===== src/common/if1_pkg.sv =====
package if1_pkg;

    // andi r0, r0, 0
    localparam logic [31:0] inst_nop = 32'h0340_0000;

    // boot address, also shown by an empty stage
    localparam logic [31:0] pc_reset = 32'h1c00_0000;

    // one aligned fetch pair on its way to the decoder
    typedef struct packed {
        logic [31:0] pc;
        logic [31:0] pc_next;
        logic [31:0] inst0;
        logic [31:0] inst1;
        logic [31:0] badv;
        logic [6:0]  excp_code;
        logic [1:0]  excp_flag;
    } fetch_pkt_t;

    // contents of a cleared stage or skid register
    localparam fetch_pkt_t pkt_empty = '{
        pc:        pc_reset,
        pc_next:   pc_reset,
        inst0:     inst_nop,
        inst1:     inst_nop,
        badv:      32'h0,
        excp_code: 7'h0,
        excp_flag: 2'b00
    };

    // serialization controller states
    typedef enum logic [2:0] {
        ser_idle            = 3'd0,
        ser_wait_ex_ibar    = 3'd1,
        ser_wait_ex_csr     = 3'd2,
        ser_wait_ex_tlb     = 3'd3,
        ser_wait_cache_idle = 3'd4,
        ser_wait_csr_done   = 3'd5,
        ser_wait_tlb_done   = 3'd6
    } ser_state_t;

endpackage


===== src/if1/if1_align.sv =====
`timescale 1ns/1ps

module if1_align import if1_pkg::*; (
    input  logic        clk,
    input  logic        rstn,
    input  logic        flush,
    input  logic        serializing,
    input  logic        icache_rvalid,
    input  logic [31:0] pc_out,
    input  logic [31:0] pc_next,
    input  logic [31:0] inst0,
    input  logic [31:0] inst1,
    input  logic [31:0] badv,
    input  logic [6:0]  excp_code,
    input  logic [1:0]  excp_flag,
    input  logic [1:0]  priv_flag,
    output logic        icache_ready,
    input  logic        queue_allowin,
    output logic        stage_valid,
    output fetch_pkt_t  stage_pkt
);

    logic       started;
    logic       skid_valid;
    fetch_pkt_t skid_pkt;
    fetch_pkt_t in_pkt;
    logic       in_take;
    logic       stage_free;

    // align the pair to the fetch pc
    always_comb begin
        in_pkt.pc        = pc_out;
        in_pkt.pc_next   = pc_next;
        in_pkt.inst0     = pc_out[2] ? inst1 : inst0;
        in_pkt.inst1     = pc_out[2] ? inst_nop : inst1;
        in_pkt.badv      = badv;
        in_pkt.excp_code = excp_code;
        // privileged op drops the fetch exception
        in_pkt.excp_flag = priv_flag[0] ? 2'b00 : excp_flag;
    end

    // stage can load this cycle if empty or draining into the queue
    assign stage_free   = !stage_valid || queue_allowin;
    assign in_take      = icache_rvalid && !serializing;
    assign icache_ready = started && !skid_valid && queue_allowin && !serializing;

    always_ff @(posedge clk) begin
        if (!rstn) begin
            started     <= 1'b0;
            stage_valid <= 1'b0;
            skid_valid  <= 1'b0;
        end else begin
            started <= 1'b1;
            if (flush || serializing) begin
                stage_valid <= 1'b0;
                skid_valid  <= 1'b0;
            end else if (skid_valid && stage_free) begin
                // skid entry is older, it goes first
                stage_valid <= 1'b1;
                skid_valid  <= in_take;
            end else if (in_take && stage_free) begin
                stage_valid <= 1'b1;
            end else if (in_take && !skid_valid) begin
                skid_valid <= 1'b1;
            end else if (stage_valid && queue_allowin) begin
                stage_valid <= 1'b0;
            end
        end
    end

    always_ff @(posedge clk) begin
        if (!rstn || flush || serializing) begin
            stage_pkt <= pkt_empty;
            skid_pkt  <= pkt_empty;
        end else if (skid_valid && stage_free) begin
            stage_pkt <= skid_pkt;
            if (in_take) begin
                skid_pkt <= in_pkt;
            end
        end else if (in_take && stage_free) begin
            stage_pkt <= in_pkt;
        end else if (in_take && !skid_valid) begin
            // response in flight while stage is stuck
            skid_pkt <= in_pkt;
        end
    end

endmodule


===== src/if1/if1_serialize.sv =====
`timescale 1ns/1ps

module if1_serialize import if1_pkg::*; (
    input  logic        clk,
    input  logic        rstn,
    input  logic        flush,
    input  logic [1:0]  ibar_flag,
    input  logic [1:0]  csr_flag,
    input  logic [1:0]  tlb_flag,
    input  logic [1:0]  priv_flag,
    input  logic [31:0] pc_out,
    input  logic        ibar_from_ex,
    input  logic        csr_from_ex,
    input  logic        tlb_from_ex,
    input  logic        icache_idle,
    input  logic        dcache_idle,
    input  logic        csr_done,
    input  logic        tlb_done,
    output logic        serializing,
    output logic        flush_req,
    output logic        redirect_valid,
    output logic [31:0] redirect_pc
);

    ser_state_t  state;
    ser_state_t  state_nxt;
    logic [31:0] pc_after_priv;
    logic        start;

    // restart point after the flagged instruction
    always_comb begin
        if (priv_flag[0]) begin
            pc_after_priv = pc_out + 32'd4;
        end else if (priv_flag[1]) begin
            pc_after_priv = pc_out + 32'd8;
        end else begin
            pc_after_priv = 32'h0;
        end
    end

    assign start = (state == ser_idle) && (|ibar_flag || |csr_flag || |tlb_flag);

    always_comb begin
        state_nxt = state;
        case (state)
            ser_idle: begin
                // barrier wins over csr, csr over tlb
                if (|ibar_flag) begin
                    state_nxt = ser_wait_ex_ibar;
                end else if (|csr_flag) begin
                    state_nxt = ser_wait_ex_csr;
                end else if (|tlb_flag) begin
                    state_nxt = ser_wait_ex_tlb;
                end
            end
            ser_wait_ex_ibar:    if (ibar_from_ex) state_nxt = ser_wait_cache_idle;
            ser_wait_ex_csr:     if (csr_from_ex) state_nxt = ser_wait_csr_done;
            ser_wait_ex_tlb:     if (tlb_from_ex) state_nxt = ser_wait_tlb_done;
            ser_wait_cache_idle: if (icache_idle && dcache_idle) state_nxt = ser_idle;
            ser_wait_csr_done:   if (csr_done) state_nxt = ser_idle;
            ser_wait_tlb_done:   if (tlb_done) state_nxt = ser_idle;
            default:             state_nxt = ser_idle;
        endcase
    end

    always_ff @(posedge clk) begin
        if (!rstn || flush) begin
            state <= ser_idle;
        end else begin
            state <= state_nxt;
        end
    end

    // captured once, held for the whole sequence
    always_ff @(posedge clk) begin
        if (start) begin
            redirect_pc <= pc_after_priv;
        end
    end

    assign serializing    = (state != ser_idle);
    assign redirect_valid = serializing;
    assign flush_req      = (state == ser_wait_ex_ibar) || (state == ser_wait_ex_csr) ||
                            (state == ser_wait_ex_tlb);

endmodule


===== src/source/fetch_queue.sv =====
`timescale 1ns/1ps

module fetch_queue import if1_pkg::*; #(
    parameter int QUEUE_DEPTH = 4
) (
    input  logic       clk,
    input  logic       rstn,
    input  logic       flush,
    input  logic       stage_valid,
    input  fetch_pkt_t stage_pkt,
    output logic       queue_allowin,
    output logic       deq_valid,
    input  logic       deq_ready,
    output fetch_pkt_t deq_pkt
);

    localparam int PTR_W = $clog2(QUEUE_DEPTH);

    fetch_pkt_t       mem [QUEUE_DEPTH];
    // extra top bit tells full from empty
    logic [PTR_W:0]   wr_ptr;
    logic [PTR_W:0]   rd_ptr;
    logic [PTR_W-1:0] wr_idx;
    logic [PTR_W-1:0] rd_idx;
    logic             full;
    logic             empty;
    logic             do_write;
    logic             do_read;

    assign wr_idx = wr_ptr[PTR_W-1:0];
    assign rd_idx = rd_ptr[PTR_W-1:0];

    assign empty = (wr_ptr == rd_ptr);
    assign full  = (wr_ptr[PTR_W] != rd_ptr[PTR_W]) && (wr_idx == rd_idx);

    assign queue_allowin = !full;
    assign deq_valid     = !empty;
    assign deq_pkt       = mem[rd_idx];

    assign do_write = stage_valid && queue_allowin;
    assign do_read  = deq_valid && deq_ready;

    always_ff @(posedge clk) begin
        if (do_write) begin
            mem[wr_idx] <= stage_pkt;
        end
    end

    always_ff @(posedge clk) begin
        if (!rstn || flush) begin
            wr_ptr <= '0;
            rd_ptr <= '0;
        end else begin
            if (do_write) begin
                wr_ptr <= wr_ptr + 1'b1;
            end
            if (do_read) begin
                rd_ptr <= rd_ptr + 1'b1;
            end
        end
    end

endmodule


===== src/source/if1_top.sv =====
`timescale 1ns/1ps

module if1_top import if1_pkg::*; #(
    parameter int QUEUE_DEPTH = 4
) (
    input  logic        clk,
    input  logic        rstn,
    // instruction cache
    input  logic        icache_rvalid,
    output logic        icache_ready,
    input  logic [31:0] pc_out,
    input  logic [31:0] pc_next,
    input  logic [31:0] inst0,
    input  logic [31:0] inst1,
    input  logic [31:0] badv,
    input  logic [6:0]  excp_code,
    input  logic [1:0]  excp_flag,
    // pre-decoder
    input  logic [1:0]  ibar_flag,
    input  logic [1:0]  csr_flag,
    input  logic [1:0]  tlb_flag,
    input  logic [1:0]  priv_flag,
    // execute and memory
    input  logic        ibar_from_ex,
    input  logic        csr_from_ex,
    input  logic        tlb_from_ex,
    input  logic        icache_idle,
    input  logic        dcache_idle,
    input  logic        csr_done,
    input  logic        tlb_done,
    input  logic        flush,
    output logic        flush_req,
    output logic        redirect_valid,
    output logic [31:0] redirect_pc,
    // decoder
    output logic        deq_valid,
    input  logic        deq_ready,
    output logic [31:0] deq_pc,
    output logic [31:0] deq_pc_next,
    output logic [31:0] deq_inst0,
    output logic [31:0] deq_inst1,
    output logic [31:0] deq_badv,
    output logic [6:0]  deq_excp_code,
    output logic [1:0]  deq_excp_flag
);

    logic       serializing;
    logic       stage_valid;
    logic       queue_allowin;
    fetch_pkt_t stage_pkt;
    fetch_pkt_t deq_pkt;

    if1_align u_align (
        .clk           (clk),
        .rstn          (rstn),
        .flush         (flush),
        .serializing   (serializing),
        .icache_rvalid (icache_rvalid),
        .pc_out        (pc_out),
        .pc_next       (pc_next),
        .inst0         (inst0),
        .inst1         (inst1),
        .badv          (badv),
        .excp_code     (excp_code),
        .excp_flag     (excp_flag),
        .priv_flag     (priv_flag),
        .icache_ready  (icache_ready),
        .queue_allowin (queue_allowin),
        .stage_valid   (stage_valid),
        .stage_pkt     (stage_pkt)
    );

    if1_serialize u_serialize (
        .clk            (clk),
        .rstn           (rstn),
        .flush          (flush),
        .ibar_flag      (ibar_flag),
        .csr_flag       (csr_flag),
        .tlb_flag       (tlb_flag),
        .priv_flag      (priv_flag),
        .pc_out         (pc_out),
        .ibar_from_ex   (ibar_from_ex),
        .csr_from_ex    (csr_from_ex),
        .tlb_from_ex    (tlb_from_ex),
        .icache_idle    (icache_idle),
        .dcache_idle    (dcache_idle),
        .csr_done       (csr_done),
        .tlb_done       (tlb_done),
        .serializing    (serializing),
        .flush_req      (flush_req),
        .redirect_valid (redirect_valid),
        .redirect_pc    (redirect_pc)
    );

    fetch_queue #(
        .QUEUE_DEPTH (QUEUE_DEPTH)
    ) u_queue (
        .clk           (clk),
        .rstn          (rstn),
        .flush         (flush),
        .stage_valid   (stage_valid),
        .stage_pkt     (stage_pkt),
        .queue_allowin (queue_allowin),
        .deq_valid     (deq_valid),
        .deq_ready     (deq_ready),
        .deq_pkt       (deq_pkt)
    );

    // head packet out to the decoder as separate fields
    assign deq_pc        = deq_pkt.pc;
    assign deq_pc_next   = deq_pkt.pc_next;
    assign deq_inst0     = deq_pkt.inst0;
    assign deq_inst1     = deq_pkt.inst1;
    assign deq_badv      = deq_pkt.badv;
    assign deq_excp_code = deq_pkt.excp_code;
    assign deq_excp_flag = deq_pkt.excp_flag;

endmodule


===== config.mk =====
export PLATFORM = sky130hd
export DESIGN_NAME = if1_top
export DESIGN_NICKNAME = d
export VERILOG_FILES = /design/src/common/if1_pkg.sv /design/src/if1/if1_align.sv /design/src/if1/if1_serialize.sv /design/src/source/fetch_queue.sv /design/src/source/if1_top.sv
export SDC_FILE = /design/constraint.sdc
export NUM_CORES = 1
export LEC_CHECK = 0
export BUFFER_PORTS_ARGS = -buffer_cell sky130_fd_sc_hd__buf_2
export CORE_MARGIN = 8
export CORE_UTILIZATION = 55
export DETAILED_ROUTE_END_ITERATION = 7
export GPL_ROUTABILITY_DRIVEN = 0
export PLACE_DENSITY = 0.78
export RECOVER_POWER = 50
export SLEW_MARGIN = 10
export SYNTH_ARGS = -nofsm -noshare
export SYNTH_HDL_FRONTEND = slang
export SYNTH_SLANG_ARGS = --single-unit

===== constraint.sdc =====
create_clock -name clk -period 6.25 [get_ports clk]
set_input_delay 0.9375 -clock clk [delete_from_list [all_inputs] [get_ports clk]]
set_output_delay 0.9375 -clock clk [all_outputs]
set_load 0.1 [all_outputs]

==> impl_metrics.toml <==
[timing]
setup_viol = 0
fmax_ghz = 0.202
fin_skew_ns = 0.0230
worst_pin_slew_ns = 3.79
hold_viol = 0
rsz0062_at_grt = "false"
drv_slew = 200
final.min_clock_period_ns = 4.95
fin_crit_sh_pct = 79.2
tns_ns = 0
slew_headroom_pct = -154

[yosys]
synth.largest_area_cell = "edfxtp_1"
synth.most_common_cell = "edfxtp_1"
async_reset_ff_share_pct = 0
avgSynthCellArea_um2 = 14.3
syn_inst = 2850
synth_edf_count = 708
synth.area.top_cells = "edfxtp_1, dfxtp_1, mux4_2"
synth_top_area_share_pct = 52.1
yosysWarnings = 0
synth_area_mm2 = 0.0408
synth_common_cells = "edfxtp_1, dfxtp_1, nand2_1, a21oi_1, mux4_2"
synth-main-ff-cell = "edfxtp_1"
synth_seq_cells = 1060
yosysSeqAreaShare_pct = 69.3
syn_nets = 3046
synth_cell_type_count = 57

[global_route]
grt_max_degree = 166
antenna_found_initial = 18
grt_first_pass_wirelength_um = 165000
grt_pass1_vias = 27370
grt_usage_pct = 25.8
overflow = 0

[floorplanning]
rows = 100
core-area_mm2 = 0.0739
die_area_mm2 = 0.0832
fp.dieW_um = 289
pin_count = 394
start_util_pct = 55.2
die_h_um = 289

[cts]
worstSkewPairLatency_ns = 0.65
cts.repair.resized = 0
path_clk_slew_ns = 0.06
root_buffer = "clkbuf_16"
cts_tree = "built"
cts.sinks = 1060
numCtsBuffers = 101
h-tree-depth = 3
clock_path_buffers = 3
postCtsSetupBuffers = 0
holdBufCountCts = 0

[pwr]
finalPower_mw = 15.4
power.density_mw_per_mm2 = 329
peakVddDrop_mv = 0.214
leakagePower_nw = 15.2

[worst_setup_path]
path_max_fanout = 107
critPathKind = "flop to flop"
cp.arrival_ns = 5.22
cp-start-kind = "flop"
cp-end-kind = "flop"
required_ns = 6.52
slowest_stage = "and2_1"
crit_chain = "xnor2_1 > a31oi_1 > and2_1 > buf_12"
max_stage_delay_ns = 2.75

[status]
violations = "capacitance limit, slew limit"
outcome = "finished with violations"

[detailed_routing]
drtAntennaViolNets = 0
vias = 27094
drc = 0
routed_wirelength_um = 110000
first_pass_iters = 6
wire_per_inst_um = 26.1
via_per_inst = 6.42
first_iter_violations = 3109

[hold_path]
hold_path.class = "flop to flop"

[place]
hpwl_um = 64400
dp_cells = 4017
port_buffers = 393
post_dp_cell_area_mm2 = 0.0435

[layout]
postLayoutCellArea_mm2 = 0.0469
fin_nets = 3347
drive_gt1_share_pct = 23.3
syn_to_final_growth_pct = 14.9
stdcell_count = 4218
n_fill_cell = 5267

[job]
cap_viol_max_count = 4
==> layout by cell type, fill, tap and decap left out, types with 4 or more instances in the layout <==
master and n:
nand2b_1 4, and2_1 4, buf_12 9, a22oi_1 41, dfxtp_1 350, edfxtp_1 708, buf_4 21, diode_2 9
clkinvlp_4 7, mux4_2 169, xor2_1 5, nand2_1 329, a221oi_1 13, xnor2_1 15, o21ai_1 90, mux2_2 15
clkbuf_16 108, clkinv_1 11, o21ai_0 42, clkinv_2 19, nor3_1 26, and3_1 6, o221ai_1 109, or3_1 97
nand4_1 12, mux2i_1 21, nor2_1 104, a31oi_1 5, ha_1 7, a211oi_1 22, inv_1 6, nor4_1 9
a21oi_1 298, clkbuf_1 56, buf_2 358, nand3b_1 29, bufinv_16 9, clkbuf_8 12, nand3_1 37
==> final cells by class <==
class | count | area [µm²] | area share [%]
multi-input cells | 1556 | 11600 | 24.7
clock buffers | 141 | 2950 | 6.28
flip-flops and latches | 1060 | 28300 | 60.4
well taps | 969 | 1210 | 2.58
diodes | 9 | 22.5 | 0.0480
clock inverters | 51 | 519 | 1.11
repair buffers | 423 | 2260 | 4.82
inverters | 9 | 36.3 | 0.0773
==> report_power, final <==
part           switching (mW)  internal, mW  leakage, nW
Sequential              0.118          7.62         9.50
Combinational            1.12         0.300         4.03
Clock                    2.59          3.68         1.69
Total                    3.83          11.6         15.2
==> sequential cells by signal (all words and copies together) (netlist names), named ones only <==
signal / count
u_align.stage_valid: 1
u_align.skid_pkt: 169
u_queue.rd_ptr: 3
u_align.stage_pkt: 169
u_queue.wr_ptr: 3
u_align.skid_valid: 1
u_serialize.state: 3
u_queue.mem: 676
u_align.started: 1
u_serialize.redirect_pc: 32
==> final timing paths <==
| check | start | end | slack [ns] | depth (start not counted) |
|---|---|---|---|---|
| setup / recovery | u_queue.wr_ptr[0]$_SDFFE_PP0P_ | u_queue.mem[2][102]$_DFFE_PP_ | 1.30 | 4 |
| hold / removal | u_align.skid_pkt[0]$_SDFFE_PP0P_ | u_align.skid_pkt[0]$_SDFFE_PP0P_ | 0.45 | 2 |
| setup reg to reg | u_queue.wr_ptr[0]$_SDFFE_PP0P_ | u_queue.mem[2][102]$_DFFE_PP_ | 1.30 | 4 |
| hold reg to reg | u_align.skid_pkt[0]$_SDFFE_PP0P_ | u_align.skid_pkt[0]$_SDFFE_PP0P_ | 0.45 | 2 |
==> cells by family (layout without fill, tap and decap cells) <==
group | count (synthesis) | count (layout) | share of synthesized area, %
and+or+nand+nor | 679 | 679 | 7.66
DFF | 1060 | 1060 | 69.3
adders and majority gates | 7 | 7 | 0.214
muxes | 207 | 207 | 10.3
other | 0 | 9 | 0
AOI/OAI and AO/OA | 643 | 643 | 9.61
buffers and inverters | 234 | 624 | 2.45
xor gates and xnor gates | 20 | 20 | 0.429
==> layer usage <==
metal  vias up  wire length [µm]  global-route usage, %
li1      11631                 -                      -
met1     13496             42000                   33.6
met2      1671             52400                   41.7
met3       282             10800                   5.50
met4        14              4640                   11.9
met5         -                98                      0
==> critical path, delay by kind of cell, from the launching register on <==
family | cells | cell delay [ns]
AND/OR/NAND/NOR | 1 | 2.75
buffers and inverters | 1 | 0.62
AO/OA/AOI/OAI | 1 | 0.51
flip-flops | 1 | 0.44
XOR/XNOR | 1 | 0.20
==> through the flow <==
| stage | hold WS (ns) | utilization (%) | worst slack, ns |
|---|---|---|---|
| floorplan | 0.432 | - | 0.822 |
| global placement | 0.437 | 58.8 | 2.50 |
| detailed placement | 0.446 | 58.8 | 2.39 |
| CTS | 0.397 | 63.5 | 1.92 |
| global route | 0.433 | 63.4 | 0.957 |
| finish | 0.454 | 63.4 | 1.30 |
Note: power is estimated with default switching activity, not from simulation.
